### src/apbSysPkg.sv
package apbSysPkg;

    localparam int dataWidth = 32;

    // Slot field of the APB address
    localparam int slotMsb = 23;
    localparam int slotLsb = 20;
    localparam int slotNum = 16;

    // Byte offsets inside one timer slot
    localparam logic [7:0] regCount     = 8'h00;
    localparam logic [7:0] regPrescale  = 8'h04;
    localparam logic [7:0] regCompare   = 8'h08;
    localparam logic [7:0] regControl   = 8'h0C;
    localparam logic [7:0] regStatus    = 8'h10;
    localparam logic [7:0] regIrqEnable = 8'h14;

    typedef struct packed {
        logic [dataWidth-2-slotMsb:0] upper;
        logic [slotMsb-slotLsb:0]     slot;
        logic [slotLsb-9:0]           spare;
        logic [7:0]                   offset;
    } apbAddrFields_s;

    // Flat word for the bridge, fields for the decoders
    typedef union packed {
        logic [dataWidth-1:0] word;
        apbAddrFields_s       fields;
    } apbAddr_u;

    typedef enum logic [1:0] {
        stIdle   = 2'd0,
        stSetup  = 2'd1,
        stAccess = 2'd2
    } bridgeState_e;

endpackage

### src/ahbApbBridge.sv
module ahbApbBridge
    import apbSysPkg::*;
(
    input  logic                 HCLK,
    input  logic                 HRESETn,
    input  logic [dataWidth-1:0] haddr_i,
    input  logic [1:0]           htrans_i,
    input  logic                 hwrite_i,
    input  logic [dataWidth-1:0] hwdata_i,
    input  logic                 hsel_i,
    input  logic                 hready_i,
    input  logic [dataWidth-1:0] prdata_i,
    input  logic                 pready_i,
    output logic [dataWidth-1:0] hrdata_o,
    output logic                 hreadyout_o,
    output logic [dataWidth-1:0] paddr_o,
    output logic                 pwrite_o,
    output logic [dataWidth-1:0] pwdata_o,
    output logic                 psel_o,
    output logic                 penable_o
);

    bridgeState_e         state;
    bridgeState_e         stateNext;
    apbAddr_u             addrQ;
    logic                 writeQ;
    logic [dataWidth-1:0] wdataQ;
    logic [dataWidth-1:0] rdataQ;
    logic                 accept;

    // NONSEQ or SEQ to this slave while no transfer is pending
    assign accept = hsel_i && hready_i && htrans_i[1] && (state == stIdle);

    always_comb begin
        stateNext = state;
        case (state)
            stIdle:   if (accept) stateNext = stSetup;
            stSetup:  stateNext = stAccess;
            stAccess: if (pready_i) stateNext = stIdle;
            default:  stateNext = stIdle;
        endcase
    end

    always_ff @(posedge HCLK or negedge HRESETn) begin
        if (!HRESETn) begin
            state <= stIdle;
        end else begin
            state <= stateNext;
        end
    end

    always_ff @(posedge HCLK) begin
        if (accept) begin
            addrQ.word <= haddr_i;
            writeQ     <= hwrite_i;
        end
        // AHB data phase lines up with APB setup
        if (state == stSetup && writeQ) begin
            wdataQ <= hwdata_i;
        end
        if (state == stAccess && pready_i && !writeQ) begin
            rdataQ <= prdata_i;
        end
    end

    assign paddr_o     = addrQ.word;
    assign pwrite_o    = writeQ;
    assign pwdata_o    = wdataQ;
    assign psel_o      = (state != stIdle);
    assign penable_o   = (state == stAccess);
    assign hreadyout_o = (state == stIdle);
    assign hrdata_o    = rdataQ;

    // Access phase always follows exactly one setup cycle
    penableAfterSetup: assert property (
        @(posedge HCLK) disable iff (!HRESETn)
        $rose(penable_o) |-> $past(psel_o && !penable_o)
    );

endmodule

### src/apbSlotMux.sv
module apbSlotMux
    import apbSysPkg::*;
#(
    parameter int slotUsed = 2
) (
    input  apbAddr_u                            paddr_i,
    input  logic                                psel_i,
    input  logic [slotUsed-1:0][dataWidth-1:0]  prdata_i,
    input  logic [slotUsed-1:0]                 pready_i,
    output logic [slotUsed-1:0]                 slotSel_o,
    output logic [dataWidth-1:0]                prdata_o,
    output logic                                pready_o
);

    logic [slotNum-1:0] slotDec;

    // Full decode of the slot field
    always_comb begin
        slotDec = '0;
        slotDec[paddr_i.fields.slot] = psel_i;
    end

    assign slotSel_o = slotDec[slotUsed-1:0];

    // Empty slots read zero and never stall
    always_comb begin
        prdata_o = '0;
        pready_o = 1'b1;
        for (int i = 0; i < slotUsed; i++) begin
            if (paddr_i.fields.slot == i) begin
                prdata_o = prdata_i[i];
                pready_o = pready_i[i];
            end
        end
    end

    // At most one slave selected
    always_comb begin
        slotSelCheck: assert ($onehot0(slotSel_o));
    end

endmodule

### src/timerRegs.sv
module timerRegs
    import apbSysPkg::*;
(
    input  logic                 HCLK,
    input  logic                 HRESETn,
    input  apbAddr_u             paddr_i,
    input  logic                 pwrite_i,
    input  logic [dataWidth-1:0] pwdata_i,
    input  logic                 psel_i,
    input  logic                 penable_i,
    input  logic [dataWidth-1:0] count_i,
    input  logic                 overflow_i,
    output logic [dataWidth-1:0] prdata_o,
    output logic                 pready_o,
    output logic [dataWidth-1:0] prescale_o,
    output logic [dataWidth-1:0] compare_o,
    output logic                 enable_o,
    output logic                 ovClear_o,
    output logic                 irq_o
);

    logic wrEn;
    logic irqEn;

    // Writes land at the end of the access phase
    assign wrEn     = psel_i && penable_i && pwrite_i;
    assign pready_o = 1'b1;

    always_ff @(posedge HCLK or negedge HRESETn) begin
        if (!HRESETn) begin
            prescale_o <= '0;
            compare_o  <= '0;
            enable_o   <= 1'b0;
            irqEn      <= 1'b0;
        end else if (wrEn) begin
            case (paddr_i.fields.offset)
                regPrescale:  prescale_o <= pwdata_i;
                regCompare:   compare_o  <= pwdata_i;
                regControl:   enable_o   <= pwdata_i[0];
                regIrqEnable: irqEn      <= pwdata_i[0];
                default:      ;
            endcase
        end
    end

    // Write one to clear
    assign ovClear_o = wrEn && (paddr_i.fields.offset == regStatus) && pwdata_i[0];

    always_comb begin
        prdata_o = '0;
        case (paddr_i.fields.offset)
            regCount:     prdata_o    = count_i;
            regPrescale:  prdata_o    = prescale_o;
            regCompare:   prdata_o    = compare_o;
            regControl:   prdata_o[0] = enable_o;
            regStatus:    prdata_o[0] = overflow_i;
            regIrqEnable: prdata_o[0] = irqEn;
            default:      ;
        endcase
    end

    assign irq_o = overflow_i && irqEn;

endmodule

### src/timerCounter.sv
module timerCounter
    import apbSysPkg::*;
(
    input  logic                 HCLK,
    input  logic                 HRESETn,
    input  logic [dataWidth-1:0] prescale_i,
    input  logic [dataWidth-1:0] compare_i,
    input  logic                 enable_i,
    input  logic                 ovClear_i,
    output logic [dataWidth-1:0] count_o,
    output logic                 overflow_o
);

    logic [dataWidth-1:0] preCnt;
    logic                 step;
    logic                 wrap;

    // One step every prescale+1 enabled cycles
    assign step = enable_i && (preCnt >= prescale_i);
    assign wrap = step && (count_o >= compare_i);

    always_ff @(posedge HCLK or negedge HRESETn) begin
        if (!HRESETn) begin
            preCnt  <= '0;
            count_o <= '0;
        end else if (!enable_i) begin
            preCnt <= '0;
        end else if (step) begin
            preCnt  <= '0;
            count_o <= wrap ? '0 : count_o + 1'b1;
        end else begin
            preCnt <= preCnt + 1'b1;
        end
    end

    // New overflow beats a clear in the same cycle
    always_ff @(posedge HCLK or negedge HRESETn) begin
        if (!HRESETn) begin
            overflow_o <= 1'b0;
        end else if (wrap) begin
            overflow_o <= 1'b1;
        end else if (ovClear_i) begin
            overflow_o <= 1'b0;
        end
    end

    // Disabled timer stays frozen
    idleWhenDisabled: assert property (
        @(posedge HCLK) disable iff (!HRESETn)
        !enable_i |=> (preCnt == '0) && $stable(count_o)
    );

endmodule

### src/apbTimerSys.sv
module apbTimerSys
    import apbSysPkg::*;
#(
    parameter int timerCount = 2
) (
    input  logic                  HCLK,
    input  logic                  HRESETn,
    input  logic [dataWidth-1:0]  haddr_i,
    input  logic [1:0]            htrans_i,
    input  logic                  hwrite_i,
    input  logic [dataWidth-1:0]  hwdata_i,
    input  logic                  hsel_i,
    input  logic                  hready_i,
    output logic [dataWidth-1:0]  hrdata_o,
    output logic                  hreadyout_o,
    output logic [timerCount-1:0] irq_o
);

    logic [dataWidth-1:0]                  paddr;
    logic                                  pwrite;
    logic [dataWidth-1:0]                  pwdata;
    logic                                  psel;
    logic                                  penable;
    logic [dataWidth-1:0]                  prdata;
    logic                                  pready;
    logic [timerCount-1:0]                 slotSel;
    logic [timerCount-1:0][dataWidth-1:0]  slotRdata;
    logic [timerCount-1:0]                 slotReady;

    ahbApbBridge u_bridge (
        .HCLK        (HCLK),
        .HRESETn     (HRESETn),
        .haddr_i     (haddr_i),
        .htrans_i    (htrans_i),
        .hwrite_i    (hwrite_i),
        .hwdata_i    (hwdata_i),
        .hsel_i      (hsel_i),
        .hready_i    (hready_i),
        .prdata_i    (prdata),
        .pready_i    (pready),
        .hrdata_o    (hrdata_o),
        .hreadyout_o (hreadyout_o),
        .paddr_o     (paddr),
        .pwrite_o    (pwrite),
        .pwdata_o    (pwdata),
        .psel_o      (psel),
        .penable_o   (penable)
    );

    apbSlotMux #(
        .slotUsed (timerCount)
    ) u_slotMux (
        .paddr_i   (paddr),
        .psel_i    (psel),
        .prdata_i  (slotRdata),
        .pready_i  (slotReady),
        .slotSel_o (slotSel),
        .prdata_o  (prdata),
        .pready_o  (pready)
    );

    // Timer n sits in slot n
    for (genvar n = 0; n < timerCount; n++) begin : g_timer
        logic [dataWidth-1:0] prescale;
        logic [dataWidth-1:0] compare;
        logic                 enable;
        logic                 ovClear;
        logic [dataWidth-1:0] count;
        logic                 overflow;

        timerRegs u_regs (
            .HCLK       (HCLK),
            .HRESETn    (HRESETn),
            .paddr_i    (paddr),
            .pwrite_i   (pwrite),
            .pwdata_i   (pwdata),
            .psel_i     (slotSel[n]),
            .penable_i  (penable),
            .count_i    (count),
            .overflow_i (overflow),
            .prdata_o   (slotRdata[n]),
            .pready_o   (slotReady[n]),
            .prescale_o (prescale),
            .compare_o  (compare),
            .enable_o   (enable),
            .ovClear_o  (ovClear),
            .irq_o      (irq_o[n])
        );

        timerCounter u_counter (
            .HCLK       (HCLK),
            .HRESETn    (HRESETn),
            .prescale_i (prescale),
            .compare_i  (compare),
            .enable_i   (enable),
            .ovClear_i  (ovClear),
            .count_o    (count),
            .overflow_o (overflow)
        );
    end

endmodule

### config.mk
export PLATFORM = sky130hd
export DESIGN_NAME = apbTimerSys
export DESIGN_NICKNAME = d
export VERILOG_FILES = /design/src/apbSysPkg.sv /design/src/ahbApbBridge.sv /design/src/apbSlotMux.sv /design/src/timerRegs.sv /design/src/timerCounter.sv /design/src/apbTimerSys.sv
export SDC_FILE = /design/constraint.sdc
export NUM_CORES = 1
export LEC_CHECK = 0
export CAP_MARGIN = 20
export CORE_MARGIN = 1.5
export CORE_UTILIZATION = 35
export DETAILED_ROUTE_END_ITERATION = 10
export DONT_BUFFER_PORTS = 1
export PLACE_DENSITY = 0.47
export SKIP_CTS_REPAIR_TIMING = 1
export SYNTH_ARGS = -nofsm -noshare
export SYNTH_HDL_FRONTEND = slang
export SYNTH_SLANG_ARGS = --single-unit
### constraint.sdc
create_clock -name HCLK -period 3.85 [get_ports HCLK]
set_clock_uncertainty 0.15 [all_clocks]
set_input_delay 0.5775 -clock HCLK [delete_from_list [all_inputs] [get_ports HCLK]]
set_output_delay 0.5775 -clock HCLK [all_outputs]
set_load 0.1 [all_outputs]
## Word level (Yosys, flattened, before mapping)

Cells that the tools add are included.

| storage, ports and cells | value |
|---|---|
| output and inout bits | 35 |
| flip-flop bits (word level) | 353 |
| bits of input ports | 71 |

| cells by class | value |
|---|---|
| add/sub/neg operators | 4 |
| reduce and logical (&&, ||, !) cells | 37 |
| magnitude comparators | 6 |
| bitwise gates (word level) | 1 |
| equal/unequal tests | 9 |
| muxes and demuxes | 20 |

Operator list:

| kind | number |
|---|---|
| 2-to-1 mux 32 bit | 8 |
| one-hot mux 31 bit (3 select lines) | 2 |
| adder 32 x 1 -> 32 bit, second input constant | 4 |
| >= comparator 32 bit | 4 |
| logical AND 1 bit | 20 |
| AND reduction 2 bit | 10 |
| equality test 8 x 4 -> 1 bit, second input constant | 2 |
| equality test 8 x 5 -> 1 bit, second input constant | 2 |
| one-hot mux 1 bit (6 select lines) | 2 |
| equality test 8 x 3 -> 1 bit, second input constant | 1 |
| logical NOT 8 bit | 1 |
| nonzero test 2 bit | 3 |
| < comparator 4 x 5 -> 1 bit, second input constant | 1 |
| 2-to-1 mux 1 bit | 5 |
| demux 1 bit (select 4 bit) | 1 |
| equality test 4 x 1 -> 1 bit, second input constant | 1 |
| >= comparator 4 x 1 -> 1 bit, second input constant | 1 |
| logical NOT 4 bit | 1 |
| one-hot mux 2 bit (2 select lines) | 1 |
| AND 2 bit | 1 |
| equality test 2 x 1 -> 1 bit, second input constant | 1 |
| equality test 2 bit, second input constant | 1 |
| logical NOT 2 bit | 1 |
| 2-to-1 mux 2 bit | 1 |
| other kinds (2) | 2 |

## Depth between registers and ports, before layout

Gate-level depths: netlist of run 1.

| logic depth | value |
|---|---|
| depth after elaboration | 11 |
| gate-level depth with buffers | 11 |
| gate-level depth less buffers | 9 |

## Hierarchy

Synthesis of run 1 repeated with hierarchy kept, for this count alone.

| unflattened totals | value |
|---|---|
| cell total of the unflattened synthesis | 1,953 |
| area, all modules | 20,718.6 µm² |

Modules (own cells, without submodules):

| module | sequential area each (µm²) | cells an instance | area each (µm²) | times used |
|---|---|---|---|---|
| timerRegs | 1,651.6 | 298 | 3,520.9 | 2 |
| timerCounter (g_timer[1].u_counter) | 1,626.6 | 588 | 5,103.6 | 1 |
| timerCounter (g_timer[0].u_counter) | 1,626.6 | 581 | 5,006.1 | 1 |
| ahbApbBridge | 2,962.8 | 110 | 3,022.9 | 1 |
| apbSlotMux | 0.0 | 78 | 544.3 | 1 |

## Worst setup path after synthesis of run 1

Ideal clock, no wire load.

| timing | value |
|---|---|
| path kind | flip-flop to flip-flop |
| start point | reg u_bridge.writeQ (netlist: u_bridge.pwrite_o) |
| end point | reg u_bridge.rdataQ[0] (netlist: u_bridge.hrdata_o[0]) (enable) |
| cell stages (with the launch flop) | 2 |
| required time | 3.232 ns |
| library setup time | 0.468 ns |
| slack | 0.429 ns |
| buffers on the path | 0 |
| clock period less this slack | 3.421 ns |
| arrival | 2.803 ns |
| cell sequence | edfxtp_1 nor3b_1 |

| between the ends | value |
|---|---|
| cells in the longest elaborated chain, start to end | 2 |

Ends and longest elaborated chain:

| element | line | text |
|---|---|---|
| from (decl) | ahbApbBridge.sv:26 | `logic writeQ;` |
| from (signal assigned) | ahbApbBridge.sv:55 | `writeQ <= hwrite_i;` |
| logical NOT 1 bit | ahbApbBridge.sv:61 | `if (state == stAccess && pready_i && !writeQ) begin` |
| logical AND 1 bit | ahbApbBridge.sv:61 |  |
| to (signal assigned) | ahbApbBridge.sv:62 | `rdataQ <= prdata_i;` |
| to (decl) | ahbApbBridge.sv:28 | `logic [dataWidth-1:0] rdataQ;` |

Every way passes these cells.
A chain may end at the register's enable or synchronous reset.

## Worst setup path after layout of run 1

| timing | value |
|---|---|
| start point | reg g_timer[1].u_regs.prescale_o[27] |
| end point | reg g_timer[1].u_counter.count_o[21] |

| between the ends | value |
|---|---|
| cells in the longest elaborated chain, start to end | 4 |

Ends and longest elaborated chain:

| element | line | text |
|---|---|---|
| from (decl) | timerRegs.sv:15 | `output logic [dataWidth-1:0] prescale_o,` |
| from (signal assigned) | timerRegs.sv:37 | `regPrescale: prescale_o <= pwdata_i;` |
| >= comparator 32 bit * | timerCounter.sv:19 | `assign step = enable_i && (preCnt >= prescale_i);` |
| logical AND 1 bit * | timerCounter.sv:19 |  |
| logical AND 1 bit | timerCounter.sv:20 | `assign wrap = step && (count_o >= compare_i);` |
| 2-to-1 mux 32 bit | timerCounter.sv:30 | `count_o <= wrap ? '0 : count_o + 1'b1;` |
| to (signal assigned) | timerCounter.sv:30 |  |
| to (decl) | timerCounter.sv:10 | `output logic [dataWidth-1:0] count_o,` |

Every way passes the cells marked *; elsewhere a longest branch is shown, timed or not.

==> summary.md, run 1 <==
| Metric | Value |
|---|---|
| PwrDens | 375.5 nW/um2 |
| Nets | 2,014 |
| Final setup viols | 0 |
| Detail Route Antenna Nets | 0 |
| Maximum vdd drop | 0.2924 mV |
| Final GP Congestion | 0.8551 |
| Syn Area/Cell | 10.30 um2 |
| Via density | 5.506 |
| CP Max Fanout | 8 |
| FF+latch count, synth | 341 |
| Cells after Synth | 1,760 |
| First-pass GRT wire length | 81,810 um |
| Placed inst area | 19,070 um2 |
| Clk sink count | 341 |
| Overall routing resource usage | 19.99% |
| Hold Violations, Final | 264 |
| Max-Cap Viols | 0 |
| Cell area after synthesis | 18,130 um2 |
| Unrepaired setup endpoints after global routing | false |
| Total number of vias | 13.89k |
| Synth warn | 0 |
| Area grow syn2layout | 15.26% |
| Critical path's slowest cell | nor4_1 |
| Clk buf depth | 3 |
| DP HPWL | 36,280 um |
| Grt total ovfl | 0 |
| DRT Pass-1 Iters | 6 |
| Slew headroom | 29.30% |
| Largest net degree at the start of global routing | 265 |
| Die Ht | 230.6 um |
| Cell family with most CP delay | simple AND/OR/NAND/NOR gates |
| IO Port Bufs | 0 |
| Iter 0 DRT Violations | 1,345 |
| Commonest non-fill, non-tap cell in the layout | dfrtp_1 |
| Max incr delay on CP | 0.48 ns |
| Post-synth cell types | 65 |
| Critical path origin | g_timer[1].u_regs.prescale_o[27]$_DFFE_PN0P_ |
| Number of global-route vias before repair | 13.37k |
| Status | complete, but fails checks |
| Die W | 230.6 um |
| WL final | 52,950 um |
| Worst-path cell chain | inv_1, ha_1, nand4_1, nor4_1, buf_4, nand3_1, o22ai_1, a21o_1, nand2_1, buf_4, o31ai_1 |
| CP arrival | 3.59 ns |
| CP Buf/Inv Count | 3 |
| Clock tree from TritonCTS | yes |
| Initial core utilization | 35.33% |
| Io pins | 106 |
| Required @ worst endpoint | 4.17 ns |
| Hold Crit Class | input port to async pin |
| Leakage Power | 0.008654 uW |
| Final Max Slew Viols | 0 |
| Most frequent cells in the layout | dfrtp_1, nand2_1, inv_1 |
| Final Instance Area | 20,890 um2 |
| Fin crit share | 84.95% |
| R2R Path Start | g_timer[1].u_regs.prescale_o[27]$_DFFE_PN0P_ |
| Violated checks | negative hold slack |
| Rows | 83 |
| Pre-CTS setup slack | 0.5827 ns |
| Least-Margin Pin Slew | 1.068 ns |
| Worst setup EP type | flop |
| Setup_tns | 0 ns |
| Footprint of the multi-input gates | 8431 um2 |
| Final worst setup slack | 0.5793 ns |
| Register Area | 8919 um2 |
| Clock Latency Late Sink | 0.56 ns |
| Clock Pin Slew Worst Setup and Hold Paths | 0.06 ns |
| Fill cells | 5,028 |
| Critical path class | flop to flop |
| Register area share after synthesis | 49.20% |
| Share of layout cells above drive strength 1 | 10.92% |
| Core ar. | 51,300 um2 |
| CP dominant cell by count | buf_4 |
| Routed len/inst | 21.00 um |
| Syn Nets | 1,963 |
| Total CTS buffers | 41 |
| Hold slack | -0.4177 ns |
| Htree depth | 2 |
| Shortest period the worst path allows | 3.271 ns |
| Finished Core Util | 40.73% |
| Crit start category | flop |
| Post-detailed-route DRC marker count | 0 |
| Predominant post-synthesis flop cell | dfrtp_1 |
| Die area | 53,170 um2 |
| Max Clk Rate | 305.7 MHz |
| Initial antenna violation count | 2 |
| Root buffer cell | clkbuf_16 |
| Async S/R FF share, synth | 77.42% |
| Number of synthesized flops with an enable pin | 77 |
## Yosys cell counts, types with 7 or more instances
library cell  count  area, um2
nand2_1         184      690.7
o21a_1            7      52.55
and4_1           17      148.9
a21oi_1          53      265.3
a22o_1           24      210.2
nand2b_1          7      43.79
and3_1           22      137.6
a221oi_1          8      70.07
ha_1            132       1652
a21o_1           37      277.8
clkbuf_1         55      206.5
buf_2            10      50.05
or2_2            13      81.33
o21ai_0         103      515.5
nor2_1          123      461.7
o31ai_1           7      52.55
and2_1            8      50.05
a222oi_1         62      620.6
nor4_1           12      75.07
nor3_1           18      90.09
a22oi_1          12      90.09
nand4_1          45      281.5
nand3_1          70      350.3
or3_1             7      43.79
xnor2_1          23      201.4
edfxtp_1         77       2312
buf_1             7      26.28
inv_1           141      529.3
o211ai_1         10      75.07
o22ai_1          36      225.2
xor2_1           37      324.1
mux2_2           68      765.7
dfrtp_1         264       6606
## area by class of cell
cell class / instances / area share, %
Multi-Input combinational cell: 1204 / 40.35
Sequential cell: 341 / 42.69
Antenna cell: 1 / 0.01198
Timing Repair Buffer: 82 / 3.785
Inverter: 141 / 2.533
Tap cell: 680 / 4.072
Clock buffer: 57 / 5.533
Clock inverter: 16 / 1.030
## worst reg2reg max path, stage by stage, from the launching register on
cell     delay, ns
dfrtp_1       0.42
inv_1         0.08
ha_1          0.33
nand4_1       0.17
nor4_1        0.48
buf_4         0.21
nand3_1       0.07
o22ai_1       0.23
a21o_1        0.31
nand2_1       0.25
buf_4         0.25
o31ai_1       0.23
## path summary, 6_finish.rpt
| check | end | slack [ns] | cells after the start |
|---|---|---|---|
| setup / recovery | g_timer[1].u_counter.count_o[21]$_DFFE_PN0P_ | 0.58 | 11 |
| hold / removal | g_timer[1].u_counter.preCnt[29]$_DFF_PN0_ | -0.42 | 0 |
| setup reg to reg | g_timer[1].u_counter.count_o[21]$_DFFE_PN0P_ | 0.58 | 11 |
| hold reg to reg | g_timer[0].u_counter.preCnt[0]$_DFF_PN0_ | 0.35 | 1 |
| max in group asynchronous | g_timer[0].u_counter.preCnt[15]$_DFF_PN0_ | 3.41 | 0 |
| min in group HCLK | u_bridge.state[0]$_DFFE_PN0P_ | 0.03 | 1 |
## flip-flops by register name, indices dropped and copies added (netlist names), 12 cells and up
name and cells:
u_bridge.hrdata_o 32, g_timer.u_regs.prescale_o 64, u_bridge.pwdata_o 32, u_bridge.paddr_o 12, g_timer.u_regs.compare_o 64, g_timer.u_counter.count_o 64
g_timer.u_counter.preCnt 64
## power breakdown
| group | leakage, uW | internal (uW) | switching (uW) |
|---|---|---|---|
| registers | 0.00441 | 3710 | 40.8 |
| logic | 0.00359 | 37.9 | 32.1 |
| clock network | 0.000656 | 2430 | 1600 |
## metrics by stage
step	hold WS, ns	std cells	power (uW)
2_1_floorplan	0.1319	1760	3832
3_3_place_gp	0.1526	2403	3851
3_5_place_dp	0.1522	2403	3851
4_1_cts	-0.4609	2476	7913
5_1_grt	-0.4397	2521	8068
6_report	-0.4177	2522	7846
## cells by family (layout without fill, tap and decap cells)
family | after synthesis | in the layout | synth area share (%)
AO/OA/AOI/OAI | 388 | 388 | 14.96
XOR/XNOR | 60 | 60 | 2.899
adder cells (fa/ha/maj) | 132 | 132 | 9.111
buffers and inverters | 215 | 296 | 4.562
flip-flops | 341 | 341 | 49.20
multiplexers | 68 | 68 | 4.224
other | 0 | 1 | 0
AND/OR/NAND/NOR | 556 | 556 | 15.04
## routing by layer
metal	global-route usage [%]	routed length [um]	up-vias
met1	28.81	25840	6906
met2	30.04	23080	350
met3	4.163	2798	66
li1	-	-	6563
met5	0	0	-
met4	5.984	1236	0
(Power assumes the default switching activity.)
==> run 2: changes to the inputs <==
- ABC_AREA: default -> 1
- PLACE_DENSITY: 0.47 -> 0.49
- clock period: 3.85 -> 2.9 ns (I/O delays scaled with it)
==> summary.md, run 2 <==
| Metric | Value |
|---|---|
| Cells after Synth | 2,504 |
| Max-Cap Viols | 0 |
| Root buffer cell | clkbuf_16 |
| Share of layout cells above drive strength 1 | 7.467% |
| Syn Nets | 2,707 |
| Top-area cell type share of the netlist area | 33.15% |
| Most frequent cells in the layout | nand2_1, inv_1, dfrtp_1 |
| Status | complete, but fails checks |
| Nets | 2,795 |
| Unrepaired setup endpoints after global routing | false |
| Max incr delay on CP | 0.56 ns |
| Number of global-route vias before repair | 16.39k |
| Pwr Total | 11,080 uW |
| Overall routing resource usage | 23.36% |
| Rows | 87 |
| Psw | 2370 uW |
| Setup_tns | 0 ns |
| Die area | 58,390 um2 |
| Pre-CTS setup slack | 0.3990 ns |
| Total CTS buffers | 42 |
| Cell area after synthesis | 19,930 um2 |
| Total number of vias | 17.25k |
| Worst-path cell chain | nor2_1, nand3_2, or2_2, buf_12, o22ai_1, a21oi_1, o21ai_1 |
| Final Max Slew Viols | 0 |
| Critical path's slowest cell | or2_2 |
| Leakage Power | 0.01039 uW |
| DP Cell Count | 3,257 |
| WL final | 68,700 um |
| PwrDens | 478.2 nW/um2 |
| FF+latch count, synth | 341 |
| Violated checks | negative hold slack |
| Predominant post-synthesis flop cell | dfrtp_1 |
| Cell taking the most area after synthesis | dfrtp_1 |
| CP Buf/Inv Count | 1 |
| Via density | 5.100 |
| Critical path class | flop to flop |
| Top post-synthesis cells by area | dfrtp_1, nand2_1, edfxtp_1 |
| Cell family with most CP delay | simple AND/OR/NAND/NOR gates |
| DRT Pass-1 Iters | 5 |
| DP HPWL | 51,370 um |
| Comb pwr share | 1.2% |
| Shortest period the worst path allows | 2.675 ns |
| Iter 0 DRT Violations | 1,549 |
| Clock Pin Slew Worst Setup and Hold Paths | 0.06 ns |
| Worst setup EP type | flop |
| Required @ worst endpoint | 3.04 ns |
| Layout Cells excl Fill | 3,383 |
| Commonest non-fill, non-tap cell in the layout | nand2_1 |
| Htree depth | 2 |
| Internal power | 8710 uW |
| Number of synthesized flops with an enable pin | 77 |
| Slew headroom | 29.96% |
| Setup slack, reg-to-reg | 0.22 ns |
| Initial core utilization | 35.35% |
| Maximum vdd drop | 0.3738 mV |
| Fill cells | 5,871 |
| Register area share after synthesis | 44.75% |
| Initial antenna violation count | 2 |
| Crit start category | flop |
| Clock tree from TritonCTS | yes |
| Final worst setup slack | 0.2246 ns |
| Die W | 241.6 um |
| Switching share of total power | 21.39% |
| Io pins | 106 |
| Routed len/inst | 20.31 um |
| Post-synth cell types | 45 |
| Hold slack | -0.5572 ns |
| Critical path origin | u_bridge.paddr_o[4]$_DFFE_PP_ |
| IO Port Bufs | 0 |
| Async S/R FF share, synth | 77.42% |
| Hold Crit Class | input port to async pin |
| Most frequent cells after synthesis | nand2_1, inv_1, dfrtp_1 |
| Max Clk Rate | 373.8 MHz |
| Clock Latency Late Sink | 0.59 ns |
| Area grow syn2layout | 16.25% |
| Final GP Congestion | 0.9473 |
| Die Ht | 241.6 um |
| First-pass GRT wire length | 103,300 um |
| Least-Margin Pin Slew | 1.053 ns |
| Sequential power share | 44.9% |
| Detail Route Antenna Nets | 0 |
| CP Max Fanout | 32 |
| Syn Area/Cell | 7.960 um2 |
| Grt total ovfl | 0 |
| Synth warn | 0 |
| Clk sink count | 341 |
| Final setup viols | 0 |
| Largest net degree at the start of global routing | 265 |
| Clock share of power | 54.0% |
| R2R Path Start | u_bridge.paddr_o[4]$_DFFE_PP_ |
| CP arrival | 2.81 ns |
| Fin crit share | 92.26% |
| Hold Violations, Final | 264 |
| Post-detailed-route DRC marker count | 0 |
| Core ar. | 56,390 um2 |
| Top-count cell post-synth | nand2_1 |
| Clk buf depth | 3 |
## run 2: cell count changes after synthesis, sizes merged, moves of 33 or more
| cell | previous run | this run |
|---|---|---|
| a21o | 37 | 4 |
| a21oi | 53 | 92 |
| a222oi | 62 | 0 |
| buf | 19 | 58 |
| clkbuf | 55 | 15 |
| inv | 141 | 361 |
| mux2 | 68 | 0 |
| nand2 | 184 | 650 |
| nand3 | 72 | 129 |
| nor2 | 123 | 229 |
| nor3 | 18 | 70 |
| o21ai | 104 | 196 |
| xor2 | 37 | 74 |
## run 2: path summary, 6_finish.rpt
| check | end | depth (start not counted) |
|---|---|---|
| worst max-delay path | u_bridge.hrdata_o[24]$_DFFE_PP_ | 7 |
| worst min-delay path | g_timer[0].u_counter.preCnt[1]$_DFF_PN0_ | 0 |
| worst max register to register | u_bridge.hrdata_o[24]$_DFFE_PP_ | 7 |
| worst min register to register | g_timer[1].u_regs.prescale_o[12]$_DFFE_PN0P_ | 2 |
| max in group asynchronous | g_timer[1].u_counter.preCnt[8]$_DFF_PN0_ | 0 |
| min in group HCLK | u_bridge.paddr_o[22]$_DFFE_PP_ | 3 |
## run 2: cells by family (layout without fill, tap and decap cells)
family          Yosys count  count (layout)  share of synthesized area [%]
compound gates          370             370                          10.16
xor+xnor                 88              88                          3.867
fa+ha+maj               132             132                          8.286
buf+inv                 437             558                          8.732
flops                   341             341                          44.75
mux                       1               1                        0.05022
other cells               0               2                              0
simple gates           1135            1135                          24.16
## run 2: layer usage
metal,up-vias,GRT usage (%),wire length (um)
met4,0,9.249,2733
met3,116,6.060,5410
met5,-,0,0
met1,8215,32.76,31580
met2,571,34.17,28970
li1,8351,-,-
## run 2: cell type report
type / instances / area [um2] / share of cell area, %
antenna: 2 / 5.005 / 0.02160
clock buffer: 50 / 1154 / 4.979
clock inverter: 27 / 397.9 / 1.717
inverter: 364 / 1368 / 5.902
multi-input combinational: 1726 / 9299 / 40.13
sequential: 341 / 8919 / 38.49
tap: 756 / 945.9 / 4.082
timing repair buffer: 117 / 1084 / 4.676
## run 2: power by group through the flow
stage                     clock network (uW)  logic (uW)  registers (uW)
after floorplan                            0        35.1            5070
after global placement                     0        76.4            5060
after detailed placement                   0        76.9            5060
after CTS                               6100        76.9            4970
after global routing                    6270         137            4970
final                                   5980         129            4970
## run 2: through the flow
step / utilization (%) / cell area [um2] / hold slack, ns
final: 41.09 / 23170 / -0.5572
after global routing: 41.08 / 23170 / -0.5774
after CTS: 40.25 / 22700 / -0.6111
after detailed placement: 37.50 / 21140 / 0.009737
after global placement: 37.50 / 21140 / 0.009725
after floorplan: - / 19940 / -0.01059
==> run 3: changes to the inputs <==
--- a/config.mk
+++ b/config.mk
@@ -8,9 +8,10 @@
 export ABC_AREA = 1
 export CAP_MARGIN = 20
+export CORE_ASPECT_RATIO = 1.2
 export CORE_MARGIN = 1.5
-export CORE_UTILIZATION = 35
+export CORE_UTILIZATION = 45
 export DETAILED_ROUTE_END_ITERATION = 10
 export DONT_BUFFER_PORTS = 1
-export PLACE_DENSITY = 0.49
+export PLACE_DENSITY = 0.6
 export SKIP_CTS_REPAIR_TIMING = 1
 export SYNTH_ARGS = -nofsm -noshare
==> constraint.sdc (replaced) <==
create_clock -name HCLK -period 2.9 [get_ports HCLK]
set_clock_uncertainty 0.15 [all_clocks]
set_input_delay 0.29 -clock HCLK [delete_from_list [all_inputs] [get_ports HCLK]]
set_output_delay 0.29 -clock HCLK [all_outputs]
set_load 0.1 [all_outputs]
==> summary.md, run 3 (synthesis gave the netlist of run 2 again) <==
| Metric | Value |
|---|---|
| Status | complete, but fails checks |
| Violated checks | negative hold slack |
| Final Max Slew Viols | 0 |
| Number of global-route vias before repair | 16.81k |
| Placed inst area | 20,900 um2 |
| IO Port Bufs | 0 |
| Final GP Congestion | 1.016 |
| DRT Pass-1 Iters | 5 |
| ANT cells | 0 |
| Pwr Total | 10,460 uW |
| Die area | 45,570 um2 |
| Htree depth | 2 |
| WL final | 63,010 um |
| Final Instance Area | 22,770 um2 |
| Fin crit share | 90.19% |
| Io pins | 106 |
| Post-detailed-route DRC marker count | 0 |
| Maximum vdd drop | 0.5171 mV |
| Final setup viols | 0 |
| Share of layout cells above drive strength 1 | 7.540% |
| Clock tree from TritonCTS | yes |
| Unrepaired setup endpoints after global routing | false |
| DP HPWL | 46,940 um |
| Commonest non-fill, non-tap cell in the layout | nand2_1 |
| Met1 Use GR | 33.91% |
| Via density | 5.381 |
| Area grow syn2layout | 14.24% |
| Max Clk Rate | 382.3 MHz |
| CP Max Fanout | 22 |
| Setup_tns | 0 ns |
| Detail Route Antenna Nets | 0 |
| Clock Pin Slew Worst Setup and Hold Paths | 0.07 ns |
| Worst setup EP type | flop |
| Setup slack, reg-to-reg | 0.28 ns |
| Pre-CTS setup slack | 0.04871 ns |
| Rows | 84 |
| Total number of vias | 17.14k |
| Grt total ovfl | 0 |
| Hold slack | -0.7389 ns |
| Clk buf depth | 3 |
| Slew headroom | 36.75% |
| Die W | 195.1 um |
| R2R Path Start | g_timer[1].u_counter.count_o[31]$_DFFE_PN0P_ |
| Worst reg-to-reg path cell count | 11 |
| Initial core utilization | 45.59% |
| Iter 0 DRT Violations | 1,180 |
| CP arrival | 2.97 ns |
| Critical path class | flop to flop |
| Shortest period the worst path allows | 2.615 ns |
| Hold Violations, Final | 264 |
| Total CTS buffers | 40 |
| Overall routing resource usage | 27.84% |
| Crit start category | flop |
| Largest net degree at the start of global routing | 265 |
| Root buffer cell | clkbuf_16 |
| Die Ht | 233.5 um |
| PwrDens | 459.3 nW/um2 |
| R2r endpoint | g_timer[1].u_counter.count_o[8]$_DFFE_PN0P_ |
| Core ar. | 43,720 um2 |
| Clock Latency Late Sink | 0.58 ns |
| Finished Core Util | 52.08% |
| Initial antenna violation count | 0 |
| Most frequent cells in the layout | nand2_1, inv_1, dfrtp_1 |
| First-pass GRT wire length | 96,330 um |
| Nets | 2,797 |
| Fill cells | 4,159 |
| Routed len/inst | 19.78 um |
| Least-Margin Pin Slew | 0.9508 ns |
| Critical path origin | g_timer[1].u_counter.count_o[31]$_DFFE_PN0P_ |
| Clk sink count | 341 |
| Max-Cap Viols | 0 |
| Top Usage Layer GRT | met2 |
| Final worst setup slack | 0.2846 ns |
| Met2 usage | 48.60% |
| Required @ worst endpoint | 3.25 ns |
| Hold Crit Class | input port to async pin |
| Leakage Power | 0.01032 uW |
| GR Util met3 | 4.144% |
-- run 3: layer usage --
layer  part of all wire [%]  wire length [um]  vias up
li1                       -                 -     8352
met1                     41             26090     8198
met2                     49             30910      448
met3                    4.4              2755      140
met4                    5.2              3253        0
met5                      0                 0        -
-- run 3: layout make-up --
| cell class | instances | area [um2] | area share (%) |
|---|---|---|---|
| Clock buffer | 51 | 1135 | 4.984 |
| Timing Repair Buffer | 121 | 1089 | 4.781 |
| Multi-Input combinational cell | 1726 | 9304 | 40.86 |
| Sequential cell | 341 | 8919 | 39.17 |
| Inverter | 364 | 1368 | 6.006 |
| Tap cell | 559 | 699.4 | 3.072 |
| Clock inverter | 23 | 256.5 | 1.126 |
-- run 3: critical path: stages (launching register included) --
cell,delay (ns)
dfrtp_1,0.42
ha_1,0.31
nand2_1,0.10
nor2_1,0.07
nand2_1,0.17
inv_1,0.06
a21oi_1,0.26
nand2_1,0.14
nor2_4,0.45
buf_4,0.26
nand3_1,0.08
nand2_1,0.08
-- run 3: power breakdown --
part	leakage (uW)	switching [uW]	internal, uW	total (uW)
combinational	0.00527	59.2	52.8	112
sequential	0.00439	54.7	4930	4980
clock	0.000663	2210	3160	5360
total	0.0103	2320	8140	10500
-- run 3: metrics by stage --
step,hold WS [ns],instances
5_1_grt,-0.7631,3185
2_1_floorplan,-0.1556,2504
3_3_place_gp,-0.1386,3064
3_5_place_dp,-0.1391,3064
6_report,-0.7389,3185
4_1_cts,-0.7690,3138
-- run 3: how the worst max path moves through the flow --
stage,end,slack [ns]
after CTS,g_timer[1].u_counter.count_o[8]$_DFFE_PN0P_,0.03
final,g_timer[1].u_counter.count_o[8]$_DFFE_PN0P_,0.28
after detailed placement,g_timer[1].u_counter.count_o[29]$_DFFE_PN0P_,0.05
after floorplan,u_bridge.hrdata_o[0]$_DFFE_PP_,0.42
after global routing,g_timer[1].u_counter.count_o[3]$_DFFE_PN0P_,0.14
after global placement,g_timer[1].u_counter.count_o[29]$_DFFE_PN0P_,0.05
